File: config.mk
export PLATFORM = sky130hd
export DESIGN_NAME = fetch_top
export DESIGN_NICKNAME = d
export VERILOG_FILES = /design/src/logic/fetch_pkg.sv /design/src/logic/fetch_ctrl.sv /design/src/logic/fetch_req_gen.sv /design/src/logic/instr_count_track.sv /design/src/logic/instr_align_buf.sv /design/src/logic/fetch_top.sv
export SDC_FILE = /design/constraint.sdc
export NUM_CORES = 1
export LEC_CHECK = 0
export ABC_AREA = 1
export BUFFER_PORTS_ARGS = -buffer_cell sky130_fd_sc_hd__buf_2
export CAP_MARGIN = 20
export CELL_PAD_IN_SITES_DETAIL_PLACEMENT = 0
export CELL_PAD_IN_SITES_GLOBAL_PLACEMENT = 1
export CORE_MARGIN = 1.5
export CORE_UTILIZATION = 25
export CTS_CLUSTER_DIAMETER = 200
export DETAILED_ROUTE_END_ITERATION = 10
export PLACE_DENSITY = 0.56
export SYNTH_ARGS = -nofsm -noshare
export SYNTH_HDL_FRONTEND = slang
export SYNTH_SLANG_ARGS = --single-unit
File: constraint.sdc
create_clock -name clk -period 4.6 [get_ports clk]
set_clock_uncertainty 0.2 [all_clocks]
set_input_delay 0.23 -clock clk [delete_from_list [all_inputs] [get_ports clk]]
set_output_delay 0.23 -clock clk [all_outputs]
set_load 0.005 [all_outputs]
File: src/logic/fetch_pkg.sv
/*
 * Shared types and constants for the instruction fetch front end.
 * Modules import this package inside their body and use scoped
 * names for typed ports in their headers.
 */

package fetch_pkg;

  ////////////////////////////////////////
  // Widths with a meaning
  ////////////////////////////////////////

  // Byte address into instruction memory
  typedef logic [31:0] addr_t;

  // Memory word or one whole instruction
  typedef logic [31:0] instr_t;

  // Complete instructions held in the queue, 0 to 6
  typedef logic [2:0] instr_cnt_t;

  // Requests granted but not yet answered
  typedef logic [1:0] outst_cnt_t;

  // Responses still to throw away after a branch
  typedef logic [1:0] flush_cnt_t;

  ////////////////////////////////////////
  // Fetch constants
  ////////////////////////////////////////

  // Three words cover one straddling instruction plus two in flight
  localparam int unsigned FETCH_DEPTH = 3;
  localparam int unsigned MAX_OUTSTANDING = 2;

endpackage

File: src/logic/fetch_ctrl.sv
/*
 * Fetch control. Tracks requests in flight, discards responses from
 * the old path after a branch, and decides when a new word is fetched.
 * Drives the request strobe of the request generator and the gated
 * response strobe used by the alignment datapath.
 */

module fetch_ctrl (
  input  logic                  clk,
  input  logic                  rst_n,
  input  logic                  branch_i,
  input  logic                  prefetch_en_i,
  input  logic                  mem_gnt_i,
  input  logic                  mem_rvalid_i,
  input  fetch_pkg::instr_cnt_t instr_cnt_i,
  output logic                  fetch_valid_o,
  output logic                  resp_valid_gated_o,
  output logic                  prefetch_busy_o
);

  import fetch_pkg::*;

  outst_cnt_t outst_q;
  outst_cnt_t outst_n;
  flush_cnt_t flush_q;
  flush_cnt_t flush_n;
  logic       req_accept;

  ////////////////////////////////////////
  // Request decision
  ////////////////////////////////////////

  // Fetch when the queue runs dry, or on a branch, within the limit
  assign fetch_valid_o = prefetch_en_i &&
                         (outst_q < MAX_OUTSTANDING) &&
                         ((instr_cnt_i == 3'd0) ||
                          (instr_cnt_i == 3'd1 && outst_q == 2'd0) ||
                          branch_i);

  assign req_accept = fetch_valid_o && mem_gnt_i;

  // Busy while words are in flight or a request is raised
  assign prefetch_busy_o = (outst_q != 2'd0) || fetch_valid_o;

  // Old-path responses never reach the datapath
  assign resp_valid_gated_o = (flush_q != 2'd0) ? 1'b0 : mem_rvalid_i;

  ////////////////////////////////////////
  // Counters
  ////////////////////////////////////////

  always_comb begin
    outst_n = outst_q;
    if (req_accept && !mem_rvalid_i) begin
      outst_n = outst_q + 2'd1;
    end else if (!req_accept && mem_rvalid_i) begin
      outst_n = outst_q - 2'd1;
    end
  end

  always_comb begin
    flush_n = flush_q;
    if (branch_i) begin
      // Everything in flight is stale, minus a word landing right now
      flush_n = mem_rvalid_i ? outst_q - 2'd1 : outst_q;
    end else if (mem_rvalid_i && flush_q != 2'd0) begin
      flush_n = flush_q - 2'd1;
    end
  end

  always_ff @(posedge clk or negedge rst_n) begin
    if (!rst_n) begin
      outst_q <= '0;
      flush_q <= '0;
    end else begin
      outst_q <= outst_n;
      flush_q <= flush_n;
    end
  end

endmodule

File: src/logic/fetch_req_gen.sv
/*
 * Memory request generator. Holds the next aligned word address and
 * presents it with the request strobe until the memory grants it.
 * A branch redirects the request in the same cycle.
 */

module fetch_req_gen (
  input  logic             clk,
  input  logic             rst_n,
  input  logic             branch_i,
  input  fetch_pkg::addr_t branch_addr_i,
  input  logic             fetch_valid_i,
  input  logic             mem_gnt_i,
  output logic             mem_req_o,
  output fetch_pkg::addr_t mem_addr_o
);

  import fetch_pkg::*;

  addr_t addr_q;
  addr_t addr_n;
  addr_t branch_word;

  // Memory is read in whole words only
  assign branch_word = {branch_addr_i[31:2], 2'b00};

  assign mem_req_o  = fetch_valid_i;
  assign mem_addr_o = branch_i ? branch_word : addr_q;

  always_comb begin
    addr_n = addr_q;
    if (branch_i) begin
      // Step past the target word only if it went out this cycle
      addr_n = (fetch_valid_i && mem_gnt_i) ? branch_word + 32'd4 : branch_word;
    end else if (fetch_valid_i && mem_gnt_i) begin
      addr_n = addr_q + 32'd4;
    end
  end

  always_ff @(posedge clk or negedge rst_n) begin
    if (!rst_n) begin
      addr_q <= '0;
    end else begin
      addr_q <= addr_n;
    end
  end

endmodule

File: src/logic/instr_count_track.sv
/*
 * Counts complete instructions held in the alignment queue.
 * Follows the halfword alignment of the write side so each incoming
 * word adds zero, one or two instructions; each pop removes one.
 */

module instr_count_track (
  input  logic                  clk,
  input  logic                  rst_n,
  input  logic                  branch_i,
  input  fetch_pkg::addr_t      branch_addr_i,
  input  logic                  resp_valid_i,
  input  fetch_pkg::instr_t     resp_rdata_i,
  input  logic                  instr_pop_i,
  output fetch_pkg::instr_cnt_t instr_cnt_o
);

  import fetch_pkg::*;

  // Write side starts on a halfword boundary (aligned) with nothing pending
  logic       aligned_q, aligned_n;
  // Unaligned and complete only after a branch into an upper half
  logic       complete_q, complete_n;
  logic [1:0] n_incoming;
  logic       lower_counts;
  logic       upper_compressed;
  instr_cnt_t cnt_q;

  assign upper_compressed = resp_rdata_i[17:16] != 2'b11;
  // Lower half is skipped only right after an unaligned branch
  assign lower_counts = aligned_q || !complete_q;

  always_comb begin
    aligned_n  = aligned_q;
    complete_n = complete_q;
    n_incoming = 2'd0;
    if (branch_i) begin
      aligned_n  = !branch_addr_i[1];
      complete_n = branch_addr_i[1];
    end else if (resp_valid_i) begin
      if (aligned_q && resp_rdata_i[1:0] == 2'b11) begin
        // Whole word is one 32-bit instruction, state unchanged
        n_incoming = 2'd1;
      end else begin
        n_incoming = {1'b0, lower_counts} + {1'b0, upper_compressed};
        // An uncompressed upper half leaves a pending straddler
        aligned_n  = upper_compressed;
        complete_n = upper_compressed;
      end
    end
  end

  always_ff @(posedge clk or negedge rst_n) begin
    if (!rst_n) begin
      aligned_q  <= 1'b1;
      complete_q <= 1'b1;
      cnt_q      <= '0;
    end else begin
      aligned_q  <= aligned_n;
      complete_q <= complete_n;
      if (branch_i) begin
        cnt_q <= '0;
      end else begin
        cnt_q <= cnt_q + instr_cnt_t'(n_incoming) - instr_cnt_t'(instr_pop_i);
      end
    end
  end

  assign instr_cnt_o = cnt_q;

endmodule

File: src/logic/instr_align_buf.sv
/*
 * Alignment buffer. Queues returned words in three entries and cuts
 * out whole 16-bit or 32-bit instructions for decode, together with
 * their addresses. A fresh response can feed the output directly.
 * Entry 0 is always the word holding the current instruction start.
 */

module instr_align_buf (
  input  logic              clk,
  input  logic              rst_n,
  input  logic              branch_i,
  input  fetch_pkg::addr_t  branch_addr_i,
  input  logic              resp_valid_i,
  input  fetch_pkg::instr_t resp_rdata_i,
  input  logic              instr_ready_i,
  output logic              instr_valid_o,
  output fetch_pkg::instr_t instr_o,
  output fetch_pkg::addr_t  instr_addr_o,
  output logic              instr_pop_o
);

  import fetch_pkg::*;

  instr_t [0:FETCH_DEPTH-1] rdata_q, rdata_int, rdata_n;
  logic   [0:FETCH_DEPTH-1] valid_q, valid_int, valid_n;

  addr_t  addr_q, addr_n, addr_incr;
  instr_t instr_aligned;
  instr_t instr_unaligned;
  logic   word_valid;
  logic   unaligned_full_valid;
  logic   aligned_is_c;
  logic   unaligned_is_c;

  ////////////////////////////////////////
  // Output mux
  ////////////////////////////////////////

  // Current word, from entry 0 or straight from the bus
  assign instr_aligned = valid_q[0] ? rdata_q[0] : resp_rdata_i;

  // Upper half of current word joined with lower half of the next one
  assign instr_unaligned = valid_q[1] ? {rdata_q[1][15:0], instr_aligned[31:16]} :
                                        {resp_rdata_i[15:0], instr_aligned[31:16]};

  assign word_valid = valid_q[0] || resp_valid_i;
  // Straddler needs two words: both queued, or one queued plus bypass
  assign unaligned_full_valid = valid_q[1] || (valid_q[0] && resp_valid_i);

  // Compressed check on the low bits of the starting halfword
  assign aligned_is_c   = instr_aligned[1:0] != 2'b11;
  assign unaligned_is_c = instr_aligned[17:16] != 2'b11;

  always_comb begin
    instr_o       = instr_aligned;
    instr_valid_o = 1'b0;
    if (branch_i) begin
      // Current contents belong to the old path
      instr_valid_o = 1'b0;
    end else if (addr_q[1]) begin
      instr_o       = instr_unaligned;
      instr_valid_o = unaligned_is_c ? word_valid : unaligned_full_valid;
    end else begin
      instr_valid_o = word_valid;
    end
  end

  assign instr_pop_o  = instr_valid_o && instr_ready_i;
  assign instr_addr_o = addr_q;

  ////////////////////////////////////////
  // Queue write and advance
  ////////////////////////////////////////

  // Incoming word goes to the first free slot
  always_comb begin
    rdata_int = rdata_q;
    valid_int = valid_q;
    if (resp_valid_i) begin
      for (int i = 0; i < FETCH_DEPTH; i++) begin
        if (!valid_q[i]) begin
          rdata_int[i] = resp_rdata_i;
          valid_int[i] = 1'b1;
          break;
        end
      end
    end
  end

  assign addr_incr = {addr_q[31:2], 2'b00} + 32'd4;

  always_comb begin
    logic shift;
    shift   = 1'b0;
    addr_n  = addr_q;
    rdata_n = rdata_int;
    valid_n = valid_int;
    if (instr_pop_o) begin
      if (addr_q[1]) begin
        // Leaving an upper half always finishes the current word
        addr_n = unaligned_is_c ? {addr_incr[31:2], 2'b00} : {addr_incr[31:2], 2'b10};
        shift  = 1'b1;
      end else if (aligned_is_c) begin
        // Upper half of the same word is next
        addr_n = {addr_q[31:2], 2'b10};
      end else begin
        addr_n = addr_incr;
        shift  = 1'b1;
      end
    end
    if (shift) begin
      for (int i = 0; i < FETCH_DEPTH - 1; i++) begin
        rdata_n[i] = rdata_int[i + 1];
      end
      valid_n = {valid_int[1:FETCH_DEPTH-1], 1'b0};
    end
  end

  ////////////////////////////////////////
  // Registers
  ////////////////////////////////////////

  always_ff @(posedge clk or negedge rst_n) begin
    if (!rst_n) begin
      valid_q <= '0;
      addr_q  <= '0;
    end else if (branch_i) begin
      // Flush queue, first returned instruction sits at the target
      valid_q <= '0;
      addr_q  <= branch_addr_i;
    end else begin
      valid_q <= valid_n;
      addr_q  <= addr_n;
    end
  end

  // Word storage, qualified by valid_q
  always_ff @(posedge clk) begin
    rdata_q <= rdata_n;
  end

endmodule

File: src/logic/fetch_top.sv
/*
 * Instruction fetch front end top level. Connects the fetch control,
 * request generator, instruction counter and alignment buffer between
 * the instruction memory port and the decode stage.
 */

module fetch_top (
  input  logic              clk,
  input  logic              rst_n,
  // Branch side
  input  logic              branch_i,
  input  fetch_pkg::addr_t  branch_addr_i,
  input  logic              prefetch_en_i,
  output logic              prefetch_busy_o,
  // Memory side
  output logic              mem_req_o,
  output fetch_pkg::addr_t  mem_addr_o,
  input  logic              mem_gnt_i,
  input  logic              mem_rvalid_i,
  input  fetch_pkg::instr_t mem_rdata_i,
  // Decode side
  output logic              instr_valid_o,
  input  logic              instr_ready_i,
  output fetch_pkg::instr_t instr_o,
  output fetch_pkg::addr_t  instr_addr_o
);

  import fetch_pkg::*;

  logic       fetch_valid;
  logic       resp_valid_gated;
  logic       instr_pop;
  instr_cnt_t instr_cnt;

  fetch_ctrl u_ctrl (
    .clk                (clk),
    .rst_n              (rst_n),
    .branch_i           (branch_i),
    .prefetch_en_i      (prefetch_en_i),
    .mem_gnt_i          (mem_gnt_i),
    .mem_rvalid_i       (mem_rvalid_i),
    .instr_cnt_i        (instr_cnt),
    .fetch_valid_o      (fetch_valid),
    .resp_valid_gated_o (resp_valid_gated),
    .prefetch_busy_o    (prefetch_busy_o)
  );

  fetch_req_gen u_req_gen (
    .clk           (clk),
    .rst_n         (rst_n),
    .branch_i      (branch_i),
    .branch_addr_i (branch_addr_i),
    .fetch_valid_i (fetch_valid),
    .mem_gnt_i     (mem_gnt_i),
    .mem_req_o     (mem_req_o),
    .mem_addr_o    (mem_addr_o)
  );

  // Counter and buffer only see words from the current path
  instr_count_track u_cnt (
    .clk           (clk),
    .rst_n         (rst_n),
    .branch_i      (branch_i),
    .branch_addr_i (branch_addr_i),
    .resp_valid_i  (resp_valid_gated),
    .resp_rdata_i  (mem_rdata_i),
    .instr_pop_i   (instr_pop),
    .instr_cnt_o   (instr_cnt)
  );

  instr_align_buf u_align (
    .clk           (clk),
    .rst_n         (rst_n),
    .branch_i      (branch_i),
    .branch_addr_i (branch_addr_i),
    .resp_valid_i  (resp_valid_gated),
    .resp_rdata_i  (mem_rdata_i),
    .instr_ready_i (instr_ready_i),
    .instr_valid_o (instr_valid_o),
    .instr_o       (instr_o),
    .instr_addr_o  (instr_addr_o),
    .instr_pop_o   (instr_pop)
  );

endmodule

# --- Yosys cells after proc, flatten, opt, wreduce, memory -nomap -nowiden ---
# Cells that the tools add are included.
totals:
  reg_bits: 172
  out_inout_bits: 99
  input_bits: 71
  wordCells: 117
classes:
  n_reduce_logical: 34
  magnitude_cmp: 1
  n_addsub: 9
  muxes: 52
  eq_ne: 8
op_table:
  columns: ["cell", "count"]
  rows:
  - ["2-to-1 mux 32 bit", 15]
  - ["2-to-1 mux 64 bit", 2]
  - ["adder 32 x 3 -> 32 bit, second input constant", 3]
  - ["2-to-1 mux 96 bit", 1]
  - ["2-to-1 mux 1 bit", 20]
  - ["2-to-1 mux 2 bit", 10]
  - ["nonzero test 2 bit", 8]
  - ["2-to-1 mux 3 bit", 4]
  - ["logical AND 1 bit", 10]
  - ["inequality test 2 bit, second input constant", 4]
  - ["logical OR 1 bit", 6]
  - ["AND reduction 2 bit", 3]
  - ["zero test 1 bit", 4]
  - ["subtractor 2 x 1 -> 2 bit, second input constant", 2]
  - ["adder 3 x 2 -> 3 bit", 1]
  - ["== test 3 x 1 -> 1 bit, second input constant", 1]
  - ["zero test 3 bit", 1]
  - ["inequality test 3 x 2 -> 1 bit, second input constant", 1]
  - ["inequality test 3 bit, second input constant", 1]
  - ["nonzero test 3 bit", 1]
  - ["subtractor 3 x 1 -> 3 bit", 1]
  - ["adder 1 x 1 -> 2 bit", 1]
  - ["adder 2 x 1 -> 2 bit, second input constant", 1]
  - ["== test 2 bit, second input constant", 1]
  - ["2 further kinds", 2]

# --- Longest topological paths before layout ---
depth:
  word_depth: 11
  ltp_mapped: 17
  ltp_nobuf: 17

# --- Modules after synthesis ---
# From an unflattened synthesis, not the netlist that was laid out.
hier_totals:
  hier_cells: 1797
  hier_area_um2: 11746.3
modules_own_cells:
  columns: ["module", "instances", "cells_per_inst", "area_each_um2", "seq_area_each_um2"]
  rows:
  - ["instr_align_buf", 1, 1063, 7475.9, 3118.0]
  - ["fetch_req_gen", 1, 637, 3580.9, 750.7]
  - ["instr_count_track", 1, 48, 349.1, 127.6]
  - ["fetch_ctrl", 1, 49, 340.3, 100.1]

# --- Worst setup path before layout ---
# OpenSTA, ideal clock, no wires.
synth_path:
  path_kind: "reg-to-reg"
  start: "register u_ctrl.flush_q[0]"
  end: "register u_align.rdata_q[64] (netlist bit) (enable)"
  synth_period_minus_slack_ns: 2.858
  slack_ns: 1.742
  stages_incl_launch_ff: 12
  arrival_ns: 2.268
  setup_time_ns: 0.390
  t_required_ns: 4.010
  path_buffers: 1
  path_cell_list: "dfrtp_1 -> inv_1 -> ha_1 -> nand2_1 -> inv_2 -> nand2_4 -> nand2_1 -> nor2_1 -> nor2_4 -> nand3_4 -> buf_2 -> nand2_1"
synth_via:
  elab_chain_len: 10
  word_cells_on_any_way: 11
  cone_classes: "mux (5); reduce/logical (6)"
synth_rtl:
  columns: ["element", "line", "text"]
  rows:
  - ["from (decl)", "fetch_ctrl.sv:25", "flush_cnt_t flush_q;"]
  - ["from (signal assigned)", "fetch_ctrl.sv:77", "flush_q <= flush_n;"]
  - ["nonzero test 2 bit *", "fetch_ctrl.sv:46", "assign resp_valid_gated_o = (flush_q != 2'd0) ? 1'b0 : mem_rvalid_i;"]
  - ["2-to-1 mux 1 bit *", "fetch_ctrl.sv:46", null]
  - ["logical AND 1 bit", "instr_align_buf.sv:48", "assign unaligned_full_valid = valid_q[1] || (valid_q[0] && resp_valid_i);"]
  - ["logical OR 1 bit", "instr_align_buf.sv:48", null]
  - ["2-to-1 mux 1 bit", "instr_align_buf.sv:62", "instr_valid_o = unaligned_is_c ? word_valid : unaligned_full_valid;"]
  - ["2-to-1 mux 1 bit *", "instr_align_buf.sv:60", "end else if (addr_q[1]) begin"]
  - ["2-to-1 mux 1 bit *", "instr_align_buf.sv:57", "if (branch_i) begin"]
  - ["named net instr_valid_o", "fetch_top.sv:22", "output logic instr_valid_o,"]
  - ["logical AND 1 bit *", "instr_align_buf.sv:68", "assign instr_pop_o = instr_valid_o && instr_ready_i;"]
  - ["2-to-1 mux 1 bit *", "instr_align_buf.sv:98", "if (instr_pop_o) begin"]
  - ["nonzero test 2 bit (no line) *", null, null]
  - ["to (signal assigned)", "instr_align_buf.sv:139", "rdata_q <= rdata_n;"]
  - ["to (decl)", "instr_align_buf.sv:24", "instr_t [0:FETCH_DEPTH-1] rdata_q, rdata_int, rdata_n;"]
# Mark *: on every way through the listed nets, which the timed path passes. The rest lies on a longest branch.
# A chain may end at the register's enable or synchronous reset.

==> impl_metrics.xml <==
<?xml version="1.0" encoding="UTF-8"?>
<metrics>
  <group name="finish">
    <metric name="fill_cells" unit="">4867</metric>
    <metric name="insertedDiodeCount" unit="">0</metric>
    <metric name="layout.nets" unit="">1934</metric>
    <metric name="layout-drive-gt1-share" unit="%">12.7</metric>
    <metric name="layout-area-overhead-vs-synth" unit="%">23.0</metric>
    <metric name="storage_cell_area" unit="um2">4100</metric>
    <metric name="multiInputGateArea" unit="um2">5840</metric>
  </group>
  <group name="power">
    <metric name="power.leakage" unit="uW">0.00630</metric>
    <metric name="post-layout-total-power" unit="uW">5540</metric>
    <metric name="cellPowerDensity" unit="nW/um2">414</metric>
    <metric name="power.ir.vdd_worst" unit="mV">0.223</metric>
  </group>
  <group name="drt">
    <metric name="average_wire_length_per_cell_after_detail_routing" unit="um">17.1</metric>
    <metric name="drt-pass1-iter-count" unit="">5</metric>
    <metric name="ant_nets" unit="">0</metric>
    <metric name="routed_via_density" unit="">4.55</metric>
    <metric name="route.detailed.drc" unit="">0</metric>
    <metric name="routed-via-count" unit="">11155</metric>
    <metric name="first_iter_violations" unit="">741</metric>
    <metric name="detail_route.wirelength" unit="um">41800</metric>
  </group>
  <group name="setup_path">
    <metric name="endpoint_kind" unit="">register</metric>
    <metric name="worst_setup_path_start_kind" unit="">register</metric>
    <metric name="critical_path_class" unit="">reg -&gt; reg</metric>
    <metric name="cp-startpoint" unit="">u_ctrl.flush_q[0]</metric>
    <metric name="worst-endpoint-required" unit="ns">4.73</metric>
    <metric name="cp.arrival" unit="ns">3.30</metric>
    <metric name="r2r.worst_path.cells" unit="">12</metric>
    <metric name="crit_fanout" unit="">42</metric>
    <metric name="timing.rr.start" unit="">u_ctrl.flush_q[0]</metric>
  </group>
  <group name="synth">
    <metric name="mappedNetlistArea" unit="um2">10900</metric>
    <metric name="synth_area_per_cell" unit="um2">6.53</metric>
    <metric name="synth_enable_flop_cells" unit="">32</metric>
    <metric name="yosysTopAreaCellShare" unit="%">19.3</metric>
    <metric name="synth_top_flop_cell" unit="">sky130_fd_sc_hd__dfrtp_1</metric>
    <metric name="post_synthesis_sequential_area_ratio" unit="%">37.6</metric>
    <metric name="synth.area.top_cells" unit="">sky130_fd_sc_hd__nand2_1 19%, sky130_fd_sc_hd__dfrtp_1 17%, sky130_fd_sc_hd__dfxtp_1 12%</metric>
    <metric name="ys_types" unit="">46</metric>
    <metric name="share_of_flip_flops_with_an_asynchronous_set_or_reset" unit="%">43.5</metric>
    <metric name="yosysWarnings" unit="">0</metric>
    <metric name="netlist_top_cells_count" unit="">561 x sky130_fd_sc_hd__nand2_1, 235 x sky130_fd_sc_hd__o21ai_0, 168 x sky130_fd_sc_hd__nor2_1, 167 x sky130_fd_sc_hd__inv_1, 98 x sky130_fd_sc_hd__nand3_1</metric>
    <metric name="yosys.area.top_type" unit="">sky130_fd_sc_hd__nand2_1</metric>
    <metric name="syn_inst" unit="">1668</metric>
    <metric name="synth_seq_cells" unit="">170</metric>
    <metric name="synth.most_common_cell" unit="">sky130_fd_sc_hd__nand2_1</metric>
  </group>
  <group name="timing">
    <metric name="finalCriticalPeriod" unit="ns">3.17</metric>
    <metric name="max_slew_margin" unit="%">46.4</metric>
    <metric name="maxClockFrequency" unit="MHz">316</metric>
    <metric name="tightest_slew" unit="ns">0.802</metric>
    <metric name="finalHoldViolations" unit="">0</metric>
    <metric name="setup_repair_after_global_routing_missed_its_margin" unit="">no</metric>
    <metric name="fin_crit_sh" unit="%">68.9</metric>
    <metric name="finalSetupViolations" unit="">0</metric>
    <metric name="fin_tns_setup" unit="ns">0</metric>
    <metric name="finalMaxSlewViolations" unit="">0</metric>
  </group>
  <group name="floorplanning">
    <metric name="die_width" unit="um">212</metric>
    <metric name="initial_util" unit="%">25.3</metric>
    <metric name="die_area" unit="um2">44800</metric>
    <metric name="core-area" unit="um2">43000</metric>
    <metric name="top_ports" unit="">170</metric>
    <metric name="die_h" unit="um">212</metric>
    <metric name="placement_rows" unit="">76</metric>
  </group>
  <group name="cts">
    <metric name="cts_sinks" unit="">170</metric>
    <metric name="cts_setup_buffers" unit="">0</metric>
    <metric name="clockBufferDepth" unit="">2</metric>
    <metric name="clkLatencyLatePin" unit="ns">0.46</metric>
    <metric name="cts_resized" unit="">0</metric>
    <metric name="cts-htree-levels" unit="">4</metric>
    <metric name="clk_pin_slew" unit="ns">0.07</metric>
    <metric name="cts-buffers-inserted" unit="">17</metric>
    <metric name="cts.root.buffer_cell" unit="">sky130_fd_sc_hd__clkbuf_16</metric>
    <metric name="tritoncts" unit="">done</metric>
  </group>
  <group name="grt">
    <metric name="grt_pass1_vias" unit="">10702</metric>
    <metric name="global_route.overflow_total" unit="">0</metric>
    <metric name="grt_start_max_net_pins" unit="">65</metric>
    <metric name="grt_first_pass_wirelength" unit="um">63500</metric>
    <metric name="grt_antenna_before_repair" unit="">1</metric>
    <metric name="track_usage" unit="%">18.8</metric>
  </group>
  <group name="outcome">
    <metric name="run_status" unit="">finished clean</metric>
  </group>
  <group name="place">
    <metric name="place.port_buffers" unit="">167</metric>
    <metric name="hpwlAfterDp" unit="um">31300</metric>
    <metric name="gp_congestion" unit="">0.846</metric>
  </group>
  <group name="hold_path">
    <metric name="timing.hold.worst.class" unit="">in -&gt; reg</metric>
    <metric name="min_delay_path_depth" unit="">3</metric>
    <metric name="min_from" unit="">mem_rdata_i[26]</metric>
  </group>
  <group name="job">
    <metric name="drv.max_cap_violation_count" unit="">0</metric>
  </group>
</metrics>
[layer usage]
| metal | part of all wire (%) | global-route usage [%] |
|---|---|---|
| met3 | 4.9 | 3.46 |
| met5 | 0.017 | 0 |
| met2 | 46 | 31.4 |
| met4 | 3.1 | 6.77 |
| met1 | 46 | 24.3 |
[cell type report]
type                       count  share of cell area [%]
clock buffer                  18                    3.20
clock inverter                14                    1.06
inverter                     173                    4.85
multi-input combinational   1254                    43.6
sequential                   170                    30.6
tap                          585                    5.46
timing repair buffer         236                    11.3
[report_power, final]
group	internal [uW]	switching, uW	total [uW]
clock	727	752	1480
combinational	669	1230	1890
sequential	1920	252	2170
[timing repair]
action	4_1_cts	5_1_grt
hold endpoints to repair	105	0
endpoints found under the setup margin	0	0
hold buffers	52	0
[worst max-delay path, stage by stage (launching register included)]
cell and delay [ns]:
sky130_fd_sc_hd__dfrtp_1 0.39, sky130_fd_sc_hd__inv_1 0.06, sky130_fd_sc_hd__ha_1 0.16, sky130_fd_sc_hd__nand2_1 0.09, sky130_fd_sc_hd__inv_2 0.16, sky130_fd_sc_hd__nand2_4 0.25, sky130_fd_sc_hd__nand2_1 0.20, sky130_fd_sc_hd__nor2_1 0.09
sky130_fd_sc_hd__nor2_4 0.16, sky130_fd_sc_hd__nand3_4 0.17, sky130_fd_sc_hd__inv_2 0.58, sky130_fd_sc_hd__buf_4 0.40, sky130_fd_sc_hd__o21ai_0 0.12
[flip-flops by register name, summed over array words and instances, names as in the netlist]
name	flops
u_align.instr_addr_o	32
u_align.rdata_q	96
u_align.valid_q	3
u_cnt.aligned_q	1
u_cnt.complete_q	1
u_cnt.instr_cnt_o	3
u_ctrl.flush_q	2
u_ctrl.outst_q	2
u_req_gen.addr_q	30
[through the flow]
step	instances	util (%)	setup slack (ns)	hold slack (ns)	cell area (um2)
CTS	2449	31.1	1.37	0.00257	13400
global placement	2365	28.6	1.43	0.127	12300
floorplan	1669	-	1.74	-0.266	10900
finish	2450	31.2	1.43	0.0218	13400
detailed placement	2365	28.6	1.38	0.135	12300
global route	2450	31.2	1.02	0.0458	13400
[logic make-up after synthesis]
logic type | synth area share, %
compound gates | 14.6
mux | 2.96
buf+inv | 8.89
flops | 37.6
simple gates | 33.1
other cells | 0.0344
fa+ha+maj | 1.33
xor+xnor | 1.53
[final timing paths]
kind	end	slack (ns)
max in group asynchronous	u_req_gen.addr_q[23]	3.11
min in group asynchronous	u_align.instr_addr_o[19]	0.18
worst max register to register	u_align.rdata_q[46]	1.43
worst min register to register	u_align.rdata_q[28]	0.27
worst min-delay path	u_align.rdata_q[26]	0.02
worst max-delay path	u_align.rdata_q[46]	1.43
[placed cells by master, fill, tap and decap left out, types with 18 or more instances in the layout]
cell type / synthesis / routed
sky130_fd_sc_hd__nand2_1: 561 / 561
sky130_fd_sc_hd__a21oi_1: 36 / 36
sky130_fd_sc_hd__dfrtp_1: 72 / 72
sky130_fd_sc_hd__nand4_1: 21 / 21
sky130_fd_sc_hd__inv_1: 167 / 167
sky130_fd_sc_hd__dlygate4sd3_1: 0 / 52
sky130_fd_sc_hd__nand3_1: 98 / 98
sky130_fd_sc_hd__buf_2: 12 / 165
sky130_fd_sc_hd__o21ai_0: 235 / 235
sky130_fd_sc_hd__nor3_1: 18 / 18
sky130_fd_sc_hd__nor2_1: 168 / 167
sky130_fd_sc_hd__buf_4: 3 / 18
sky130_fd_sc_hd__dfxtp_1: 64 / 64
sky130_fd_sc_hd__mux2i_1: 30 / 30
sky130_fd_sc_hd__edfxtp_1: 32 / 32
Power figures use the tool's default switching activity.
